<file path="src/common/lsu_pkg.sv">
// ##################################################
// shared definitions for the load/store unit
// widths, load/store format codes and the op union
// imported by RTL and testbench alike
// ##################################################

package lsu_pkg;

    // data path and address widths
    localparam int XLEN           = 32;
    localparam int WORD_BYTES     = XLEN / 8;
    localparam int ALIGN_BITS     = $clog2(WORD_BYTES);
    localparam int WORD_ADDR_BITS = XLEN - ALIGN_BITS;

    // destination register index
    localparam int REG_BITS = 5;

    // load/store formats
    // bit 2 marks zero extension, bits 1:0 give the access size
    localparam logic [2:0] FMT_B  = 3'd0;
    localparam logic [2:0] FMT_H  = 3'd1;
    localparam logic [2:0] FMT_W  = 3'd2;
    localparam logic [2:0] FMT_BU = 3'd4;
    localparam logic [2:0] FMT_HU = 3'd5;

    // write sizes as seen through the mode view
    localparam logic [1:0] WSIZE_BYTE = 2'd0;
    localparam logic [1:0] WSIZE_HALF = 2'd1;
    localparam logic [1:0] WSIZE_WORD = 2'd2;

    // operation code of one instruction
    // request side reads mode, response side reads fmt
    typedef union packed {
        logic [2:0] fmt;
        struct packed {
            logic       is_unsigned;
            logic [1:0] wsize;
        } mode;
    } lsu_op_u;

endpackage

</file>
<file path="src/common/lsu_tag_if.sv">
// ##################################################
// one pending-load tag between the request path,
// the tag queue and the response path
// strobe is a push on one side and a pop on the other
// ##################################################

`timescale 1ns/100ps

interface lsu_tag_if import lsu_pkg::*; #(
    parameter int NUM_LANES = 4
) ();

    logic                                 strobe;
    logic [REG_BITS-1:0]                  rd;
    logic [NUM_LANES-1:0]                 tmask;
    lsu_op_u                              op;
    logic [NUM_LANES-1:0][ALIGN_BITS-1:0] align;
    logic                                 is_dup;

    // request path writes a tag for every issued load
    modport push_src (
        output strobe, rd, tmask, op, align, is_dup
    );

    modport push_dst (
        input  strobe, rd, tmask, op, align, is_dup
    );

    // queue presents its head, response side pops it
    modport pop_src (
        input  strobe,
        output rd, tmask, op, align, is_dup
    );

    modport pop_dst (
        output strobe,
        input  rd, tmask, op, align, is_dup
    );

endinterface

</file>
<file path="src/lsu_request/lsu_request.sv">
// ##################################################
// request path of the load/store unit
// per-lane address, duplicate collapse, byte enables
// and store data; combinational to the memory port
// ##################################################

`timescale 1ns/100ps

module lsu_request import lsu_pkg::*; #(
    parameter int NUM_LANES = 4
) (
    input  logic                                     clk,
    input  logic                                     reset,

    input  logic                                     req_valid,
    output logic                                     req_ready,
    input  logic                                     req_is_store,
    input  logic                                     req_is_fence,
    input  lsu_op_u                                  req_op,
    input  logic [NUM_LANES-1:0]                     req_tmask,
    input  logic [NUM_LANES-1:0][XLEN-1:0]           req_base,
    input  logic [XLEN-1:0]                          req_imm,
    input  logic [NUM_LANES-1:0][XLEN-1:0]           req_store_data,
    input  logic [REG_BITS-1:0]                      req_rd,

    output logic                                     mem_req_valid,
    input  logic                                     mem_req_ready,
    output logic                                     mem_req_rw,
    output logic [NUM_LANES-1:0]                     mem_req_mask,
    output logic [NUM_LANES-1:0][WORD_ADDR_BITS-1:0] mem_req_addr,
    output logic [NUM_LANES-1:0][WORD_BYTES-1:0]     mem_req_byteen,
    output logic [NUM_LANES-1:0][XLEN-1:0]           mem_req_data,

    input  logic                                     queue_full,
    input  logic                                     queue_empty,

    lsu_tag_if.push_src                              tag_push
);

    logic [NUM_LANES-1:0][XLEN-1:0]       full_addr;
    logic [NUM_LANES-1:0][ALIGN_BITS-1:0] req_align;
    logic                                 is_dup;
    logic                                 is_load;
    logic                                 load_hold;
    logic                                 issue_en;

    // no issue until the cycle after reset is released
    always_ff @(posedge clk) begin
        if (reset) begin
            issue_en <= 1'b0;
        end else begin
            issue_en <= 1'b1;
        end
    end

    // base + imm per lane, split into word address and byte offset
    always_comb begin
        for (int i = 0; i < NUM_LANES; i++) begin
            full_addr[i]    = req_base[i] + req_imm;
            req_align[i]    = full_addr[i][ALIGN_BITS-1:0];
            mem_req_addr[i] = full_addr[i][XLEN-1:ALIGN_BITS];
        end
    end

    // all active lanes on lane 0's address
    always_comb begin
        is_dup = req_tmask[0];
        for (int i = 1; i < NUM_LANES; i++) begin
            if (req_tmask[i] && (full_addr[i] != full_addr[0])) begin
                is_dup = 1'b0;
            end
        end
    end

    always_comb begin
        for (int i = 0; i < NUM_LANES; i++) begin
            case (req_op.mode.wsize)
                WSIZE_BYTE: begin
                    mem_req_byteen[i] = WORD_BYTES'(1) << req_align[i];
                end
                WSIZE_HALF: begin
                    // halfword always on an aligned byte pair
                    mem_req_byteen[i] = WORD_BYTES'(3) << {req_align[i][ALIGN_BITS-1:1], 1'b0};
                end
                default: begin
                    mem_req_byteen[i] = '1;
                end
            endcase
            // store data moves up to its byte lane
            mem_req_data[i] = req_store_data[i] << {req_align[i], 3'b000};
        end
    end

    assign is_load   = ~req_is_store & ~req_is_fence;
    assign load_hold = is_load & queue_full;

    // fences never reach memory, they only wait for the queue to drain
    assign mem_req_valid = issue_en & req_valid & ~req_is_fence & ~load_hold;
    assign req_ready     = issue_en & (req_is_fence ? queue_empty : (mem_req_ready & ~load_hold));
    assign mem_req_rw    = req_is_store;
    assign mem_req_mask  = is_dup ? NUM_LANES'(1) : req_tmask;

    // tag travels beside the load, memory carries none
    assign tag_push.strobe = mem_req_valid & mem_req_ready & is_load;
    assign tag_push.rd     = req_rd;
    assign tag_push.tmask  = req_tmask;
    assign tag_push.op     = req_op;
    assign tag_push.align  = req_align;
    assign tag_push.is_dup = is_dup;

endmodule

</file>
<file path="src/design/lsu_tag_queue.sv">
// ##################################################
// FIFO of pending-load tags in memory-request order
// head entry formats the oldest outstanding response
// ##################################################

`timescale 1ns/100ps

module lsu_tag_queue import lsu_pkg::*; #(
    parameter int NUM_LANES   = 4,
    parameter int QUEUE_DEPTH = 4
) (
    input  logic        clk,
    input  logic        reset,
    output logic        empty,
    output logic        full,
    lsu_tag_if.push_dst tag_push,
    lsu_tag_if.pop_src  tag_pop
);

    localparam int PTR_BITS = (QUEUE_DEPTH > 1) ? $clog2(QUEUE_DEPTH) : 1;
    localparam int CNT_BITS = $clog2(QUEUE_DEPTH + 1);

    logic [REG_BITS-1:0]                  rd_mem    [QUEUE_DEPTH];
    logic [NUM_LANES-1:0]                 tmask_mem [QUEUE_DEPTH];
    lsu_op_u                              op_mem    [QUEUE_DEPTH];
    logic [NUM_LANES-1:0][ALIGN_BITS-1:0] align_mem [QUEUE_DEPTH];
    logic                                 dup_mem   [QUEUE_DEPTH];

    logic [PTR_BITS-1:0] wr_ptr;
    logic [PTR_BITS-1:0] rd_ptr;
    logic [CNT_BITS-1:0] count;
    logic                do_push;
    logic                do_pop;

    // wraps for depths that are not a power of two
    function automatic logic [PTR_BITS-1:0] next_ptr(input logic [PTR_BITS-1:0] ptr);
        return (ptr == PTR_BITS'(QUEUE_DEPTH - 1)) ? '0 : ptr + 1'b1;
    endfunction

    assign empty = (count == '0);
    assign full  = (count == CNT_BITS'(QUEUE_DEPTH));

    assign do_pop  = tag_pop.strobe & ~empty;
    assign do_push = tag_push.strobe & (~full | do_pop);

    always_ff @(posedge clk) begin
        if (reset) begin
            wr_ptr <= '0;
            rd_ptr <= '0;
            count  <= '0;
        end else begin
            if (do_push) begin
                wr_ptr <= next_ptr(wr_ptr);
            end
            if (do_pop) begin
                rd_ptr <= next_ptr(rd_ptr);
            end
            count <= count + CNT_BITS'(do_push) - CNT_BITS'(do_pop);
        end
    end

    always_ff @(posedge clk) begin
        if (do_push) begin
            rd_mem[wr_ptr]    <= tag_push.rd;
            tmask_mem[wr_ptr] <= tag_push.tmask;
            op_mem[wr_ptr]    <= tag_push.op;
            align_mem[wr_ptr] <= tag_push.align;
            dup_mem[wr_ptr]   <= tag_push.is_dup;
        end
    end

    assign tag_pop.rd     = rd_mem[rd_ptr];
    assign tag_pop.tmask  = tmask_mem[rd_ptr];
    assign tag_pop.op     = op_mem[rd_ptr];
    assign tag_pop.align  = align_mem[rd_ptr];
    assign tag_pop.is_dup = dup_mem[rd_ptr];

endmodule

</file>
<file path="src/lsu_response/lsu_response.sv">
// ##################################################
// response path of the load/store unit
// picks byte or halfword per lane, extends by format,
// broadcasts duplicates and registers the commit
// ##################################################

`timescale 1ns/100ps

module lsu_response import lsu_pkg::*; #(
    parameter int NUM_LANES = 4
) (
    input  logic                           clk,
    input  logic                           reset,

    input  logic                           mem_rsp_valid,
    output logic                           mem_rsp_ready,
    input  logic [NUM_LANES-1:0][XLEN-1:0] mem_rsp_data,

    output logic                           commit_valid,
    input  logic                           commit_ready,
    output logic [REG_BITS-1:0]            commit_rd,
    output logic [NUM_LANES-1:0]           commit_tmask,
    output logic [NUM_LANES-1:0][XLEN-1:0] commit_data,

    lsu_tag_if.pop_dst                     tag_pop
);

    logic                           rsp_fire;
    logic [NUM_LANES-1:0][XLEN-1:0] rsp_data;

    // accept while the commit slot is free or draining
    assign mem_rsp_ready  = ~commit_valid | commit_ready;
    assign rsp_fire       = mem_rsp_valid & mem_rsp_ready;
    assign tag_pop.strobe = rsp_fire;

    for (genvar i = 0; i < NUM_LANES; i++) begin : g_lane
        logic [XLEN-1:0]       word;
        logic [ALIGN_BITS-1:0] offset;
        logic [15:0]           half;
        logic [7:0]            byte_val;

        // duplicate warp reads lane 0 for everyone
        assign word     = tag_pop.is_dup ? mem_rsp_data[0] : mem_rsp_data[i];
        assign offset   = tag_pop.is_dup ? tag_pop.align[0] : tag_pop.align[i];
        assign half     = offset[1] ? word[31:16] : word[15:0];
        assign byte_val = offset[0] ? half[15:8] : half[7:0];

        always_comb begin
            case (tag_pop.op.fmt)
                FMT_B:   rsp_data[i] = {{(XLEN-8){byte_val[7]}}, byte_val};
                FMT_H:   rsp_data[i] = {{(XLEN-16){half[15]}}, half};
                FMT_BU:  rsp_data[i] = {{(XLEN-8){1'b0}}, byte_val};
                FMT_HU:  rsp_data[i] = {{(XLEN-16){1'b0}}, half};
                FMT_W:   rsp_data[i] = word;
                default: rsp_data[i] = '0;
            endcase
        end
    end

    always_ff @(posedge clk) begin
        if (reset) begin
            commit_valid <= 1'b0;
        end else if (rsp_fire) begin
            commit_valid <= 1'b1;
        end else if (commit_ready) begin
            commit_valid <= 1'b0;
        end
    end

    // full warp mask from the tag, so duplicates commit on every lane
    always_ff @(posedge clk) begin
        if (rsp_fire) begin
            commit_rd    <= tag_pop.rd;
            commit_tmask <= tag_pop.tmask;
            commit_data  <= rsp_data;
        end
    end

endmodule

</file>
<file path="src/design/lsu_top.sv">
// ##################################################
// load/store unit top level
// request path, pending-load tag queue and response
// path behind plain instruction, memory and commit ports
// ##################################################

`timescale 1ns/100ps

module lsu_top import lsu_pkg::*; #(
    parameter int NUM_LANES   = 4,
    parameter int QUEUE_DEPTH = 4
) (
    input  logic                                     clk,
    input  logic                                     reset,

    // instruction input
    input  logic                                     req_valid,
    output logic                                     req_ready,
    input  logic                                     req_is_store,
    input  logic                                     req_is_fence,
    input  lsu_op_u                                  req_op,
    input  logic [NUM_LANES-1:0]                     req_tmask,
    input  logic [NUM_LANES-1:0][XLEN-1:0]           req_base,
    input  logic [XLEN-1:0]                          req_imm,
    input  logic [NUM_LANES-1:0][XLEN-1:0]           req_store_data,
    input  logic [REG_BITS-1:0]                      req_rd,

    // memory request
    output logic                                     mem_req_valid,
    input  logic                                     mem_req_ready,
    output logic                                     mem_req_rw,
    output logic [NUM_LANES-1:0]                     mem_req_mask,
    output logic [NUM_LANES-1:0][WORD_ADDR_BITS-1:0] mem_req_addr,
    output logic [NUM_LANES-1:0][WORD_BYTES-1:0]     mem_req_byteen,
    output logic [NUM_LANES-1:0][XLEN-1:0]           mem_req_data,

    // memory response
    input  logic                                     mem_rsp_valid,
    output logic                                     mem_rsp_ready,
    input  logic [NUM_LANES-1:0][XLEN-1:0]           mem_rsp_data,

    // commit
    output logic                                     commit_valid,
    input  logic                                     commit_ready,
    output logic [REG_BITS-1:0]                      commit_rd,
    output logic [NUM_LANES-1:0]                     commit_tmask,
    output logic [NUM_LANES-1:0][XLEN-1:0]           commit_data
);

    logic queue_empty;
    logic queue_full;

    lsu_tag_if #(.NUM_LANES(NUM_LANES)) tag_push ();
    lsu_tag_if #(.NUM_LANES(NUM_LANES)) tag_pop ();

    lsu_request #(
        .NUM_LANES (NUM_LANES)
    ) request_unit (
        .clk            (clk),
        .reset          (reset),
        .req_valid      (req_valid),
        .req_ready      (req_ready),
        .req_is_store   (req_is_store),
        .req_is_fence   (req_is_fence),
        .req_op         (req_op),
        .req_tmask      (req_tmask),
        .req_base       (req_base),
        .req_imm        (req_imm),
        .req_store_data (req_store_data),
        .req_rd         (req_rd),
        .mem_req_valid  (mem_req_valid),
        .mem_req_ready  (mem_req_ready),
        .mem_req_rw     (mem_req_rw),
        .mem_req_mask   (mem_req_mask),
        .mem_req_addr   (mem_req_addr),
        .mem_req_byteen (mem_req_byteen),
        .mem_req_data   (mem_req_data),
        .queue_full     (queue_full),
        .queue_empty    (queue_empty),
        .tag_push       (tag_push)
    );

    lsu_tag_queue #(
        .NUM_LANES   (NUM_LANES),
        .QUEUE_DEPTH (QUEUE_DEPTH)
    ) tag_queue (
        .clk      (clk),
        .reset    (reset),
        .empty    (queue_empty),
        .full     (queue_full),
        .tag_push (tag_push),
        .tag_pop  (tag_pop)
    );

    lsu_response #(
        .NUM_LANES (NUM_LANES)
    ) response_unit (
        .clk           (clk),
        .reset         (reset),
        .mem_rsp_valid (mem_rsp_valid),
        .mem_rsp_ready (mem_rsp_ready),
        .mem_rsp_data  (mem_rsp_data),
        .commit_valid  (commit_valid),
        .commit_ready  (commit_ready),
        .commit_rd     (commit_rd),
        .commit_tmask  (commit_tmask),
        .commit_data   (commit_data),
        .tag_pop       (tag_pop)
    );

endmodule

</file>
<file path="config.mk">
export PLATFORM = sky130hd
export DESIGN_NAME = lsu_top
export DESIGN_NICKNAME = d
export VERILOG_FILES = /design/src/common/lsu_pkg.sv /design/src/common/lsu_tag_if.sv /design/src/lsu_request/lsu_request.sv /design/src/design/lsu_tag_queue.sv /design/src/lsu_response/lsu_response.sv /design/src/design/lsu_top.sv
export SDC_FILE = /design/constraint.sdc
export NUM_CORES = 1
export LEC_CHECK = 0
export BUFFER_PORTS_ARGS = -buffer_cell sky130_fd_sc_hd__buf_2
export CAP_MARGIN = 10
export CORE_AREA = 5 5 323 325
export DETAILED_ROUTE_END_ITERATION = 7
export DIE_AREA = 0 0 328 330
export PLACE_DENSITY = 0.4
export SETUP_SLACK_MARGIN = 0.5
export SKIP_CTS_REPAIR_TIMING = 1
export SLEW_MARGIN = 30
export SYNTH_ARGS = -nofsm -noshare
export SYNTH_HDL_FRONTEND = slang
export SYNTH_SLANG_ARGS = --single-unit
export TNS_END_PERCENT = 50
</file>
<file path="constraint.sdc">
create_clock -name clk -period 8.4 [get_ports clk]
set_input_delay 0.84 -clock clk [delete_from_list [all_inputs] [get_ports clk]]
set_output_delay 0.84 -clock clk [all_outputs]
set_load 0.03 [all_outputs]
</file>
==> results.yml <==
outcome:
  outcome: "finished, final reports clean"
pwr:
  power.share.combinational_pct: 58.3
  seq_power_share_pct: 24.1
  peakVddDrop_mv: 0.140
  switchingPower_uw: 3200
  relative_contribution_of_the_clock_network_to_total_power_pct: 17.6
  power.leakage_uw: 0.0124
  sw_frac_of_total_pct: 49.2
  power.density_nw_per_um2: 229
  internal-power_uw: 3310
layout:
  post_route_cells_drive_above_1_share_pct: 31.7
  syn_to_final_growth_pct: 29.7
  layout_commonest_cell: "buf_2"
  final_nets: 3762
  layout_common_cells: "845 x buf_2, 287 x a21oi_1, 221 x edfxtp_1"
  num-fill-cells: 11100
yosys:
  yosys_register_bits: 232
  ys_dominant_reg_cell: "edfxtp_1"
  netlist_instances: 2431
  synthesis.nets: 3003
  syn_avg_cell_area_um2: 9.01
  yosysWarnings: 0
  syn_area_um2: 21900
  synth_cell_type_count: 92
  synth_enable_flop_cells: 221
  synth-seq-area-share_pct: 31.3
  async_reset_ff_share_pct: 0
routing:
  dr_iter_0_viols: 1823
  wire_per_inst_um: 27.8
  postRouteAntennaNets: 0
  post_drt_via_cell_ratio: 5.09
  first_pass_iters: 5
  finalWirelength_mm: 127
  final_routed_drc_violation_total: 0
  total_number_of_vias: 23400
timing:
  clock-skew-final_ns: 0.0218
  finalHoldWorstSlack_ns: 0.499
  setup_viol: 0
  clock.fmax_mhz: 158
  fin_tns_setup_ns: 0
  period_minus_slack_ns: 6.34
  report.final.slew_viol_count: 0
  timing_worst_slew_pin_value_ns: 1.01
  setup_ws_ns: 2.06
  hold_violations: 0
  grt_setup_unrepaired: "no"
  worst_slew_margin_rel_pct: 32.5
  share_of_the_cycle_needed_by_the_critical_path_after_routing_pct: 75.5
job:
  cap_viol_max_count: 0
placement:
  io_buffers: 845
  finalWeightedCongestion: 0.968
  place_ws_ns: 2.05
  post-dp-hpwl_mm: 107
clock_tree:
  htree_levels: 1
  clk_pin_slew_ns: 0.07
  cts_tree: "built"
  insertion_delay_ns: 0.57
  cts_max_path_buffers: 3
  numCtsBuffers: 25
  cts.sinks: 232
  cts_root_buf: "clkbuf_16"
floorplan:
  die-width_um: 328
  coreArea_um2: 101000
  rows: 117
  design.portCount: 846
  chipHeight_um: 330
  fp.dieArea_um2: 108000
  start_util_pct: 21.7
worst_setup_path:
  cp-start-kind: "input port"
  setup_crit_path_kind: "in -> out"
  worst-path-max-fanout: 5
  cp.required_ns: 7.56
  worst-endpoint-arrival_ns: 5.50
  timing.critical_path.to_type: "output pin"
  timing.reg2reg.setup_slack_ns: 3.24
  r2r.worst_path.cells: 13
worst_hold_path:
  hold-path-cell-count: 1
  hold_class: "in -> reg"
global_route:
  globalRouteTotalUtil_pct: 22.2
  grt_first_pass_wirelength_mm: 175
  overflow: 0
  number_of_antenna_violations_at_the_first_check_in_global_routing: 33
  grt_busiest_layer: "met2"
  pin_count_of_the_biggest_net_entering_global_routing: 70
  grt_util_met3_pct: 3.63
  grt_util_met1_pct: 27.3
  globalRouteMet2Util_pct: 39.7
  first_global_vias: 23300
==> sequential cells by signal, indices dropped and copies added (netlist names), named ones only <==
signal                      count
tag_queue.tmask_mem            16
tag_queue.wr_ptr                2
tag_queue.align_mem            32
tag_queue.rd_mem               20
response_unit.commit_rd         5
response_unit.commit_valid      1
tag_queue.rd_ptr                2
response_unit.commit_data     128
request_unit.issue_en           1
tag_queue.op_mem               12
tag_queue.count                 3
tag_queue.dup_mem               4
response_unit.commit_tmask      4
==> path summary, 6_finish.rpt <==
| kind | endpoint | start |
|---|---|---|
| worst max register to register | response_unit.commit_data[127] | flip-flop |
| worst min register to register | response_unit.commit_valid | response_unit.commit_valid |
| worst max-delay path | mem_req_mask[3] | req_imm[0] |
| worst min-delay path | tag_queue.op_mem[1][2] | req_op[2] |
==> stage by stage <==
step / total power, µW / instance area [µm²] / utilization, % / cells
finish: 6510 / 28400 / 28.1 / 4585
global route: 6820 / 28400 / 28.1 / 4581
CTS: 6570 / 28400 / 28.1 / 4577
floorplan: 3980 / 21900 / - / 2431
global placement: 5410 / 27600 / 27.3 / 4531
detailed placement: 5380 / 27600 / 27.3 / 4531
==> synth_stat cells, drive strengths merged (27+ instances only) <==
| master | number | area share, % |
|---|---|---|
| nand4 | 28 | 0.80 |
| a21oi | 290 | 6.7 |
| nand3 | 36 | 0.82 |
| nand2 | 177 | 3.0 |
| a21o | 66 | 2.3 |
| a211oi | 56 | 1.9 |
| inv | 40 | 0.69 |
| nor2b | 42 | 1.2 |
| xor2 | 75 | 3.0 |
| nor2 | 180 | 3.1 |
| nor3 | 59 | 1.4 |
| clkbuf | 117 | 2.0 |
| buf | 30 | 0.67 |
| xnor2 | 99 | 4.0 |
| mux2 | 27 | 1.4 |
| o21ai | 181 | 4.1 |
| edfxtp | 221 | 30 |
| and2 | 83 | 2.4 |
| ha | 131 | 7.5 |
| mux2i | 118 | 5.4 |
==> routing by layer <==
metal | share of wire, % | vias to the layer above
met5 | 0.12 | -
met4 | 3.7 | 22
met3 | 6.4 | 202
met2 | 49 | 1013
met1 | 41 | 11400
li1 | - | 10700
==> critical path, cell delays in order <==
cell and delay [ns]:
buf_2 0.15, ha_2 0.21, fa_2 0.36, a21o_1 0.19, a221oi_2 0.51, o21ai_1 0.20, a21oi_1 0.30, o21ba_2 0.22
xnor3_1 0.31, nor4_1 0.44, nand4bb_1 0.19, nor4_1 0.69, a31oi_1 0.30, a221o_1 0.42, buf_2 0.18
==> layout make-up <==
type / count / area (µm²) / share of cell area (%)
clock inverters: 12 / 126 / 0.444
diodes: 8 / 20.0 / 0.0704
inverters: 40 / 150 / 0.528
well taps: 1368 / 1710 / 6.02
flip-flops and latches: 232 / 6860 / 24.1
clock buffers: 34 / 691 / 2.43
repair buffers: 879 / 4480 / 15.8
multi-input cells: 2012 / 14400 / 50.6
==> kinds of logic after synthesis <==
logic type | count (synthesis) | synth area share (%)
simple gates | 701 | 15.9
buf+inv | 187 | 3.36
compound gates | 817 | 23.8
fa+ha+maj | 136 | 7.94
flops | 232 | 31.3
mux | 166 | 8.94
xor+xnor | 192 | 8.83
==> power by group through the flow <==
| stage | sequential (µW) | combinational, µW | clock (µW) |
|---|---|---|---|
| 2_1_floorplan | 1840 | 2130 | 0 |
| 3_3_place_gp | 1600 | 3810 | 0 |
| 3_5_place_dp | 1600 | 3780 | 0 |
| 4_1_cts | 1580 | 3800 | 1190 |
| 5_1_grt | 1590 | 4010 | 1220 |
| 6_report | 1570 | 3790 | 1150 |
No activity file was read; power rests on OpenSTA's default activity.
